[src/verilog/frontend_settings.svh]
// Build-time settings of the in-order front end
// Include wherever widths, depths or the reset address are needed
`ifndef FRONTEND_SETTINGS_SVH
`define FRONTEND_SETTINGS_SVH

// Instructions per fetch block and decode lanes
`define FETCH_WIDTH 2
`define DECODE_WIDTH 2

// Entries in the fetch address queue and the instruction buffer
`define FAQ_DEPTH 4
`define IBUF_DEPTH 8

// Virtual address width
`define VADDR_WIDTH 32

// First fetch address, block aligned
`define RESET_PC 32'h0000_1000

`endif

[src/verilog/frontend_pkg.sv]
// Shared types of the front end: opcode and unit encodings plus the
// structs passed between fetch, instruction buffer and decode
`include "frontend_settings.svh"

package frontend_pkg;

  // Opcode from instruction bits 31:28, codes 8 to 15 are illegal
  typedef enum logic [3:0] {
    OP_ADD    = 4'd0,
    OP_SUB    = 4'd1,
    OP_AND    = 4'd2,
    OP_OR     = 4'd3,
    OP_LOAD   = 4'd4,
    OP_STORE  = 4'd5,
    OP_BRANCH = 4'd6,
    OP_NOP    = 4'd7
  } op_e;

  typedef enum logic [1:0] {
    UNIT_ALU  = 2'd0,
    UNIT_MEM  = 2'd1,
    UNIT_MISC = 2'd2
  } exec_unit_e;

  // Block read towards instruction memory
  typedef struct packed {
    logic                    valid;
    logic [`VADDR_WIDTH-1:0] addr;
  } imem_req_t;

  // Returned block, word 0 sits at the block address
  typedef struct packed {
    logic                          valid;
    logic [`FETCH_WIDTH-1:0][31:0] data;
  } imem_rsp_t;

  typedef struct packed {
    logic [31:0]             inst;
    logic [`VADDR_WIDTH-1:0] pc;
  } ibuf_entry_t;

  typedef struct packed {
    logic                    valid;
    logic [`VADDR_WIDTH-1:0] pc;
    op_e                     op;
    exec_unit_e              unit;
    logic                    illegal;
    logic [4:0]              rd;
    logic [4:0]              rs0;
    logic [4:0]              rs1;
    logic [31:0]             imm;
  } decoded_inst_t;

endpackage

[src/verilog/fetch_address_queue.sv]
// Generates sequential fetch-block addresses and buffers them for the
// fetch unit. A redirect empties the queue and restarts at the target
`include "frontend_settings.svh"

module fetch_address_queue (
  input  logic                    clk,
  input  logic                    rst_i,
  input  logic                    redirect_i,
  input  logic [31:0]             redirect_pc_i,
  input  logic                    pop_ready_i,
  output logic                    pop_valid_o,
  output logic [`VADDR_WIDTH-1:0] pop_addr_o
);

  localparam int PTR_W = $clog2(`FAQ_DEPTH);
  localparam int CNT_W = $clog2(`FAQ_DEPTH + 1);
  localparam logic [`VADDR_WIDTH-1:0] BLOCK_BYTES = `VADDR_WIDTH'(`FETCH_WIDTH * 4);

  logic [`VADDR_WIDTH-1:0] next_pc;
  logic [`VADDR_WIDTH-1:0] fifo_mem [`FAQ_DEPTH];
  logic [PTR_W-1:0]        wr_ptr;
  logic [PTR_W-1:0]        rd_ptr;
  logic [CNT_W-1:0]        count;
  logic                    push;
  logic                    pop;

  // Always sequential, so the generator pushes whenever there is room
  assign push        = (count != CNT_W'(`FAQ_DEPTH));
  assign pop_valid_o = (count != '0);
  assign pop         = pop_valid_o && pop_ready_i;
  assign pop_addr_o  = fifo_mem[rd_ptr];

  // ==========================================================================
  // Next-block register and queue pointers
  // ==========================================================================
  always_ff @(posedge clk) begin
    if (rst_i) begin
      next_pc <= `RESET_PC;
      wr_ptr  <= '0;
      rd_ptr  <= '0;
      count   <= '0;
    end else if (redirect_i) begin
      next_pc <= redirect_pc_i;
      wr_ptr  <= '0;
      rd_ptr  <= '0;
      count   <= '0;
    end else begin
      if (push) begin
        next_pc <= next_pc + BLOCK_BYTES;
        wr_ptr  <= wr_ptr + PTR_W'(1);
      end
      if (pop) begin
        rd_ptr <= rd_ptr + PTR_W'(1);
      end
      count <= count + CNT_W'(push) - CNT_W'(pop);
    end
  end

  // Address storage
  always_ff @(posedge clk) begin
    if (push) begin
      fifo_mem[wr_ptr] <= next_pc;
    end
  end

endmodule

[src/verilog/instruction_fetch_unit.sv]
// Pops block addresses, reads the blocks from instruction memory and
// writes each returned block with its addresses into the buffer
`include "frontend_settings.svh"

module instruction_fetch_unit (
  input  logic                                         clk,
  input  logic                                         rst_i,
  input  logic                                         redirect_i,
  input  logic                                         faq_valid_i,
  input  logic [`VADDR_WIDTH-1:0]                      faq_addr_i,
  output logic                                         faq_ready_o,
  output frontend_pkg::imem_req_t                      imem_req_o,
  input  frontend_pkg::imem_rsp_t                      imem_rsp_i,
  input  logic                                         ibuf_wr_ready_i,
  output logic                                         ibuf_wr_valid_o,
  output frontend_pkg::ibuf_entry_t [`FETCH_WIDTH-1:0] ibuf_wr_data_o
);

  logic                    pending;
  logic                    issue;
  logic [`VADDR_WIDTH-1:0] req_addr;

  // One block in flight, and only with room for the whole block
  assign faq_ready_o = ibuf_wr_ready_i && !pending;
  assign issue       = faq_valid_i && faq_ready_o;

  always_comb begin
    imem_req_o.valid = issue;
    imem_req_o.addr  = faq_addr_i;
  end

  // Cleared by redirect so the response still due is dropped
  always_ff @(posedge clk) begin
    if (rst_i || redirect_i) begin
      pending <= 1'b0;
    end else begin
      pending <= issue;
    end
  end

  always_ff @(posedge clk) begin
    if (issue) begin
      req_addr <= faq_addr_i;
    end
  end

  // ==========================================================================
  // Response to buffer, one write pulse per block
  // ==========================================================================
  assign ibuf_wr_valid_o = pending && imem_rsp_i.valid;

  always_comb begin
    for (int i = 0; i < `FETCH_WIDTH; i++) begin
      ibuf_wr_data_o[i].inst = imem_rsp_i.data[i];
      // Word i of the block sits 4 bytes per lane above the base
      ibuf_wr_data_o[i].pc   = req_addr + `VADDR_WIDTH'(4 * i);
    end
  end

endmodule

[src/verilog/instruction_buffer.sv]
// Circular instruction buffer, a full fetch block in per write and the
// oldest DECODE_WIDTH entries out per read, in program order
`include "frontend_settings.svh"

module instruction_buffer (
  input  logic                                          clk,
  input  logic                                          rst_i,
  input  logic                                          flush_i,
  input  logic                                          wr_valid_i,
  input  frontend_pkg::ibuf_entry_t [`FETCH_WIDTH-1:0]  wr_data_i,
  output logic                                          wr_ready_o,
  output logic [`DECODE_WIDTH-1:0]                      rd_valid_o,
  output frontend_pkg::ibuf_entry_t [`DECODE_WIDTH-1:0] rd_data_o,
  input  logic                                          rd_ready_i
);

  import frontend_pkg::*;

  localparam int PTR_W = $clog2(`IBUF_DEPTH);
  localparam int CNT_W = $clog2(`IBUF_DEPTH + 1);

  ibuf_entry_t      mem [`IBUF_DEPTH];
  logic [PTR_W-1:0] head;
  logic [PTR_W-1:0] tail;
  logic [CNT_W-1:0] count;
  logic [CNT_W-1:0] wr_num;
  logic [CNT_W-1:0] rd_num;

  // Room for a whole block
  assign wr_ready_o = (CNT_W'(`IBUF_DEPTH) - count) >= CNT_W'(`FETCH_WIDTH);
  assign wr_num     = wr_valid_i ? CNT_W'(`FETCH_WIDTH) : '0;

  // ==========================================================================
  // Read side
  // ==========================================================================
  always_comb begin
    rd_num = '0;
    for (int i = 0; i < `DECODE_WIDTH; i++) begin
      rd_valid_o[i] = count > CNT_W'(i);
      rd_data_o[i]  = mem[head + PTR_W'(i)];
      // All valid lanes retire together
      if (rd_ready_i && rd_valid_o[i]) begin
        rd_num = rd_num + CNT_W'(1);
      end
    end
  end

  // Pointers and fill level
  always_ff @(posedge clk) begin
    if (rst_i || flush_i) begin
      head  <= '0;
      tail  <= '0;
      count <= '0;
    end else begin
      if (wr_valid_i) begin
        tail <= tail + PTR_W'(`FETCH_WIDTH);
      end
      head  <= head + PTR_W'(rd_num);
      count <= count + wr_num - rd_num;
    end
  end

  // ==========================================================================
  // Entry storage
  // ==========================================================================
  always_ff @(posedge clk) begin
    if (wr_valid_i) begin
      for (int i = 0; i < `FETCH_WIDTH; i++) begin
        mem[tail + PTR_W'(i)] <= wr_data_i[i];
      end
    end
  end

endmodule

[src/verilog/decoder.sv]
// Combinational decode of one instruction word for a single decode lane
`include "frontend_settings.svh"

module decoder (
  input  logic                        valid_i,
  input  logic [31:0]                 inst_i,
  input  logic [`VADDR_WIDTH-1:0]     pc_i,
  output frontend_pkg::decoded_inst_t dec_o
);

  import frontend_pkg::*;

  logic [3:0] opcode;
  logic       illegal;
  op_e        op;
  exec_unit_e unit;

  assign opcode  = inst_i[31:28];
  assign illegal = opcode[3];

  // Illegal codes travel on as a NOP with the flag set
  always_comb begin
    if (illegal) begin
      op = OP_NOP;
    end else begin
      op = op_e'(opcode);
    end
    case (op)
      OP_ADD, OP_SUB, OP_AND, OP_OR: unit = UNIT_ALU;
      OP_LOAD, OP_STORE:             unit = UNIT_MEM;
      default:                       unit = UNIT_MISC;
    endcase
  end

  always_comb begin
    dec_o.valid   = valid_i;
    dec_o.pc      = pc_i;
    dec_o.op      = op;
    dec_o.unit    = unit;
    dec_o.illegal = illegal;
    // Register fields
    dec_o.rd      = inst_i[27:23];
    dec_o.rs0     = inst_i[22:18];
    dec_o.rs1     = inst_i[17:13];
    dec_o.imm     = {{19{inst_i[12]}}, inst_i[12:0]};
  end

endmodule

[src/verilog/frontend_pipeline.sv]
// Top of the front end: address queue, fetch unit, instruction buffer and
// one decoder per lane. Decoded lanes leave at dec_o under dec_ready_i
`include "frontend_settings.svh"

module frontend_pipeline (
  input  logic                                            clk,
  input  logic                                            rst_i,
  input  logic                                            redirect_i,
  input  logic [31:0]                                     redirect_pc_i,
  output frontend_pkg::imem_req_t                         imem_req_o,
  input  frontend_pkg::imem_rsp_t                         imem_rsp_i,
  output frontend_pkg::decoded_inst_t [`DECODE_WIDTH-1:0] dec_o,
  input  logic                                            dec_ready_i
);

  import frontend_pkg::*;

  logic                            faq_valid;
  logic                            faq_ready;
  logic [`VADDR_WIDTH-1:0]         faq_addr;
  logic                            ibuf_wr_valid;
  logic                            ibuf_wr_ready;
  ibuf_entry_t [`FETCH_WIDTH-1:0]  ibuf_wr_data;
  logic [`DECODE_WIDTH-1:0]        ibuf_rd_valid;
  ibuf_entry_t [`DECODE_WIDTH-1:0] ibuf_rd_data;

  fetch_address_queue u_faq (
    .clk           (clk),
    .rst_i         (rst_i),
    .redirect_i    (redirect_i),
    .redirect_pc_i (redirect_pc_i),
    .pop_ready_i   (faq_ready),
    .pop_valid_o   (faq_valid),
    .pop_addr_o    (faq_addr)
  );

  instruction_fetch_unit u_ifu (
    .clk             (clk),
    .rst_i           (rst_i),
    .redirect_i      (redirect_i),
    .faq_valid_i     (faq_valid),
    .faq_addr_i      (faq_addr),
    .faq_ready_o     (faq_ready),
    .imem_req_o      (imem_req_o),
    .imem_rsp_i      (imem_rsp_i),
    .ibuf_wr_ready_i (ibuf_wr_ready),
    .ibuf_wr_valid_o (ibuf_wr_valid),
    .ibuf_wr_data_o  (ibuf_wr_data)
  );

  // Redirect empties the buffer on the same edge
  instruction_buffer u_ibuf (
    .clk        (clk),
    .rst_i      (rst_i),
    .flush_i    (redirect_i),
    .wr_valid_i (ibuf_wr_valid),
    .wr_data_i  (ibuf_wr_data),
    .wr_ready_o (ibuf_wr_ready),
    .rd_valid_o (ibuf_rd_valid),
    .rd_data_o  (ibuf_rd_data),
    .rd_ready_i (dec_ready_i)
  );

  for (genvar i = 0; i < `DECODE_WIDTH; i++) begin : g_dec
    decoder u_decoder (
      .valid_i (ibuf_rd_valid[i]),
      .inst_i  (ibuf_rd_data[i].inst),
      .pc_i    (ibuf_rd_data[i].pc),
      .dec_o   (dec_o[i])
    );
  end

endmodule

[config.mk]
export PLATFORM = sky130hd
export DESIGN_NAME = frontend_pipeline
export DESIGN_NICKNAME = d
export VERILOG_FILES = /design/src/verilog/frontend_pkg.sv /design/src/verilog/fetch_address_queue.sv /design/src/verilog/instruction_fetch_unit.sv /design/src/verilog/instruction_buffer.sv /design/src/verilog/decoder.sv /design/src/verilog/frontend_pipeline.sv
export VERILOG_INCLUDE_DIRS = /design/src /design/src/verilog
export SDC_FILE = /design/constraint.sdc
export NUM_CORES = 1
export LEC_CHECK = 0
export BUFFER_PORTS_ARGS = -buffer_cell sky130_fd_sc_hd__buf_2
export CAP_MARGIN = 5
export CORE_MARGIN = 3
export CORE_UTILIZATION = 56
export CTS_BUF_LIST = sky130_fd_sc_hd__clkbuf_2
export CTS_CLUSTER_SIZE = 40
export DETAILED_ROUTE_END_ITERATION = 8
export GPL_ROUTABILITY_DRIVEN = 0
export PLACE_DENSITY = 0.79
export SLEW_MARGIN = 10
export SYNTH_ARGS = -nofsm -noshare
export SYNTH_HDL_FRONTEND = slang
export SYNTH_SLANG_ARGS = --single-unit
[constraint.sdc]
create_clock -name clk -period 4 [get_ports clk]
set_clock_uncertainty 0.15 [all_clocks]
set_input_delay 0.6 -clock clk [delete_from_list [all_inputs] [get_ports clk]]
set_output_delay 0.6 -clock clk [all_outputs]
set_load 0.02 [all_outputs]
==> results.yml <==
place:
  hpwlAfterDp_um: 41900
  dpl_cell_area_um2: 34000
  placement.io_buffers: 305
clocking:
  clockBufferDepth: 3
  cts_buffers: 174
  clk_pin_slew_ns: 0.12
  clock_latency_ns: 1.33
  htree_levels: 4
  root_buffer: "clkbuf_2"
  clock-sinks: 715
  cts_tree: "yes"
global_routing:
  grt_max_degree: 127
  grt_pass1_wl_um: 135000
  antenna_found_initial: 1
  grt_overflow: 0
  grt_pass1_vias: 21000
  grt_usage_pct: 30.7
synthesis:
  synth-async-reset-ratio_pct: 0
  yosysWarnings: 0
  synth_edf_count: 664
  synth_top_family_by_area: "multiplexers"
  yosysSeqAreaShare_pct: 65.9
  netlist_area_um2: 31800
  synthAdderAreaFrac_pct: 1.08
  synth_seq_cells: 715
  synthMuxAreaShare_pct: 24.5
  synth_xor_area_share_pct: 1.68
  syn-instance-count: 1606
  synth_ff_type: "edfxtp_1"
  syn_area_per_cell_um2: 19.8
  synth-simple-area-share_pct: 3.17
  synth_compound_area_share_pct: 1.00
  yosysUniqueCellTypes: 49
route:
  route.antenna.remaining_nets: 0
  wl_per_cell_um: 29.3
  drc: 0
  vias: 20500
  drt_first_iter_violations: 2327
  firstDrtPassIters: 5
  wirelength_um: 95100
  via_per_inst: 6.31
timing:
  tightest_slew_ns: 0.892
  finalSetupViolCount: 70
  rsz0062_at_grt: "yes"
  min_period_ns: 4.17
  setup_slack_ns: -0.173
  fin_crit_sh_pct: 104
  hold_violations: 0
  timing.fmax_ghz: 0.240
  max_slew_margin_pct: 40.5
  maxSlewViolCount: 0
final_layout:
  layout-drive-gt1-share_pct: 46.9
  stdcell_area_um2: 41900
  nNetsFinal: 2484
  fillCellCount: 2960
  mostFrequentLayoutCell: "edfxtp_1"
  syn2layout_area_growth_pct: 31.6
  fin_util_pct: 75.3
  mostFrequentLayoutCells: "edfxtp_1 (664), mux4_2 (284), dlygate4sd3_1 (252)"
power_and_ir_drop:
  leakage_nw: 14.8
  cellPowerDensity_nw_per_um2: 622
  peakVddDrop_v: 0.000377
  power_mw: 26.0
worst_setup_path:
  crit_arrival_ns: 3.42
  critPathTopFamily: "multiplexers"
  critPathBufInv: 4
  endpoint_kind: "primary output"
  cp_max_fo: 10
  cpMaxStageDelayCell: "mux4_2"
  cp_cell_sequence: "ha_4 -> buf_12 -> buf_8 -> buf_4 -> mux4_2 -> mux2_4 -> buf_2"
  slowest_delay_ns: 0.42
  crit_type: "register to primary output"
  startpoint: "u_ibuf.head[0]"
  cp-start-kind: "register"
  required_ns: 3.25
  reg2reg_from: "u_faq.count[2]"
floorplan:
  io_pins: 308
  core-area_um2: 55600
  die_h_um: 244
  die_w_um: 244
  placementRows: 86
  start_util_pct: 57.2
  dieArea_um2: 59700
status:
  violations: "negative setup slack"
  status: "finished, violations left"
hold_path:
  min_from: "imem_rsp_i[64]"
  hold_path_class: "primary input to register"
job:
  maxCapViolations: 0
[timing repair]
action	in CTS	in global routing
pin swaps	6	8
setup endpoints to repair	185	169
setup buffers	50	35
hold buffers	252	0
gates resized for setup	262	318
endpoints found under the hold margin	669	0
gates cloned	48	10
[area by class of cell]
type                            count  area, um2  area share (%)
Sequential cell                   715      21000            50.1
Multi-Input combinational cell    733      10600            25.3
Timing Repair Buffer              704       7620            18.2
Clock buffer                      251       1260            3.00
Tap cell                          748        936            2.24
Clock inverter                     66        374           0.894
Inverter                           30        113           0.269
Antenna cell                        3       7.51          0.0179
[Yosys cell counts, types with 21 or more instances]
master / number / area [um2]
xnor2_1: 37 / 324
mux4_2: 284 / 6400
xor2_1: 24 / 210
nand2_1: 39 / 146
buf_2: 45 / 225
mux2_2: 118 / 1330
dfxtp_1: 51 / 1020
ha_1: 21 / 263
clkbuf_1: 32 / 120
nor2_1: 50 / 188
edfxtp_1: 664 / 19900
nand3_1: 26 / 130
inv_1: 29 / 109
buf_4: 50 / 375
[cells by family after synthesis]
| logic type | after synthesis |
|---|---|
| multiplexers | 408 |
| AND/OR/NAND/NOR | 185 |
| XOR/XNOR | 61 |
| buffers and inverters | 164 |
| AO/OA/AOI/OAI | 47 |
| adder cells (fa/ha/maj) | 25 |
| flip-flops | 715 |
| other | 1 |
[final timing paths]
| path | to | slack, ns | cells after the start |
|---|---|---|---|
| setup / recovery | dec_o[102] | -0.17 | 7 |
| hold / removal | u_ibuf.mem[0][4] | 0.26 | 3 |
| setup reg to reg | u_faq.next_pc[3] | 0.78 | 8 |
| hold reg to reg | u_faq.fifo_mem[0][1] | 0.37 | 0 |
[per-stage QoR]
step	TNS [ns]	setup slack (ns)	hold slack, ns	cells
2_1_floorplan	-76.53	-0.202	0.309	1607
6_report	-5.07	-0.173	0.263	3250
3_5_place_dp	0	0.843	0.347	2554
4_1_cts	-21.89	-0.245	0.0590	3221
5_1_grt	-30.72	-0.368	0.128	3248
3_3_place_gp	0	0.876	0.321	2554
[power breakdown]
part           switching, mW  leakage [nW]  internal (mW)
Clock                   3.03          1.22           1.95
Combinational           5.42          7.03           5.56
Sequential             0.652          6.50           9.41
Total                   9.10          14.8           16.9
[state kept, by name (all words and copies together) (netlist names), named ones only]
| register | count |
|---|---|
| u_faq.count | 3 |
| u_faq.fifo_mem | 128 |
| u_faq.next_pc | 32 |
| u_faq.rd_ptr | 2 |
| u_faq.wr_ptr | 2 |
| u_ibuf.count | 4 |
| u_ibuf.head | 3 |
| u_ibuf.mem | 504 |
| u_ibuf.tail | 2 |
| u_ifu.pending | 1 |
| u_ifu.req_addr | 32 |
[routing by layer]
metal	GRT usage (%)	share of wire (%)	vias up
met5	0	0	-
met4	12.4	4.8	0
met3	7.21	10	296
met2	52.6	51	1469
met1	38.1	34	10500
li1	-	-	8258
[tightest hold or removal path: cells and delay by family]
family                 cells  cell delay [ns]
buffers and inverters      2             0.70
and+or+nand+nor            1             0.27
No activity file was read; power rests on OpenSTA's default activity.
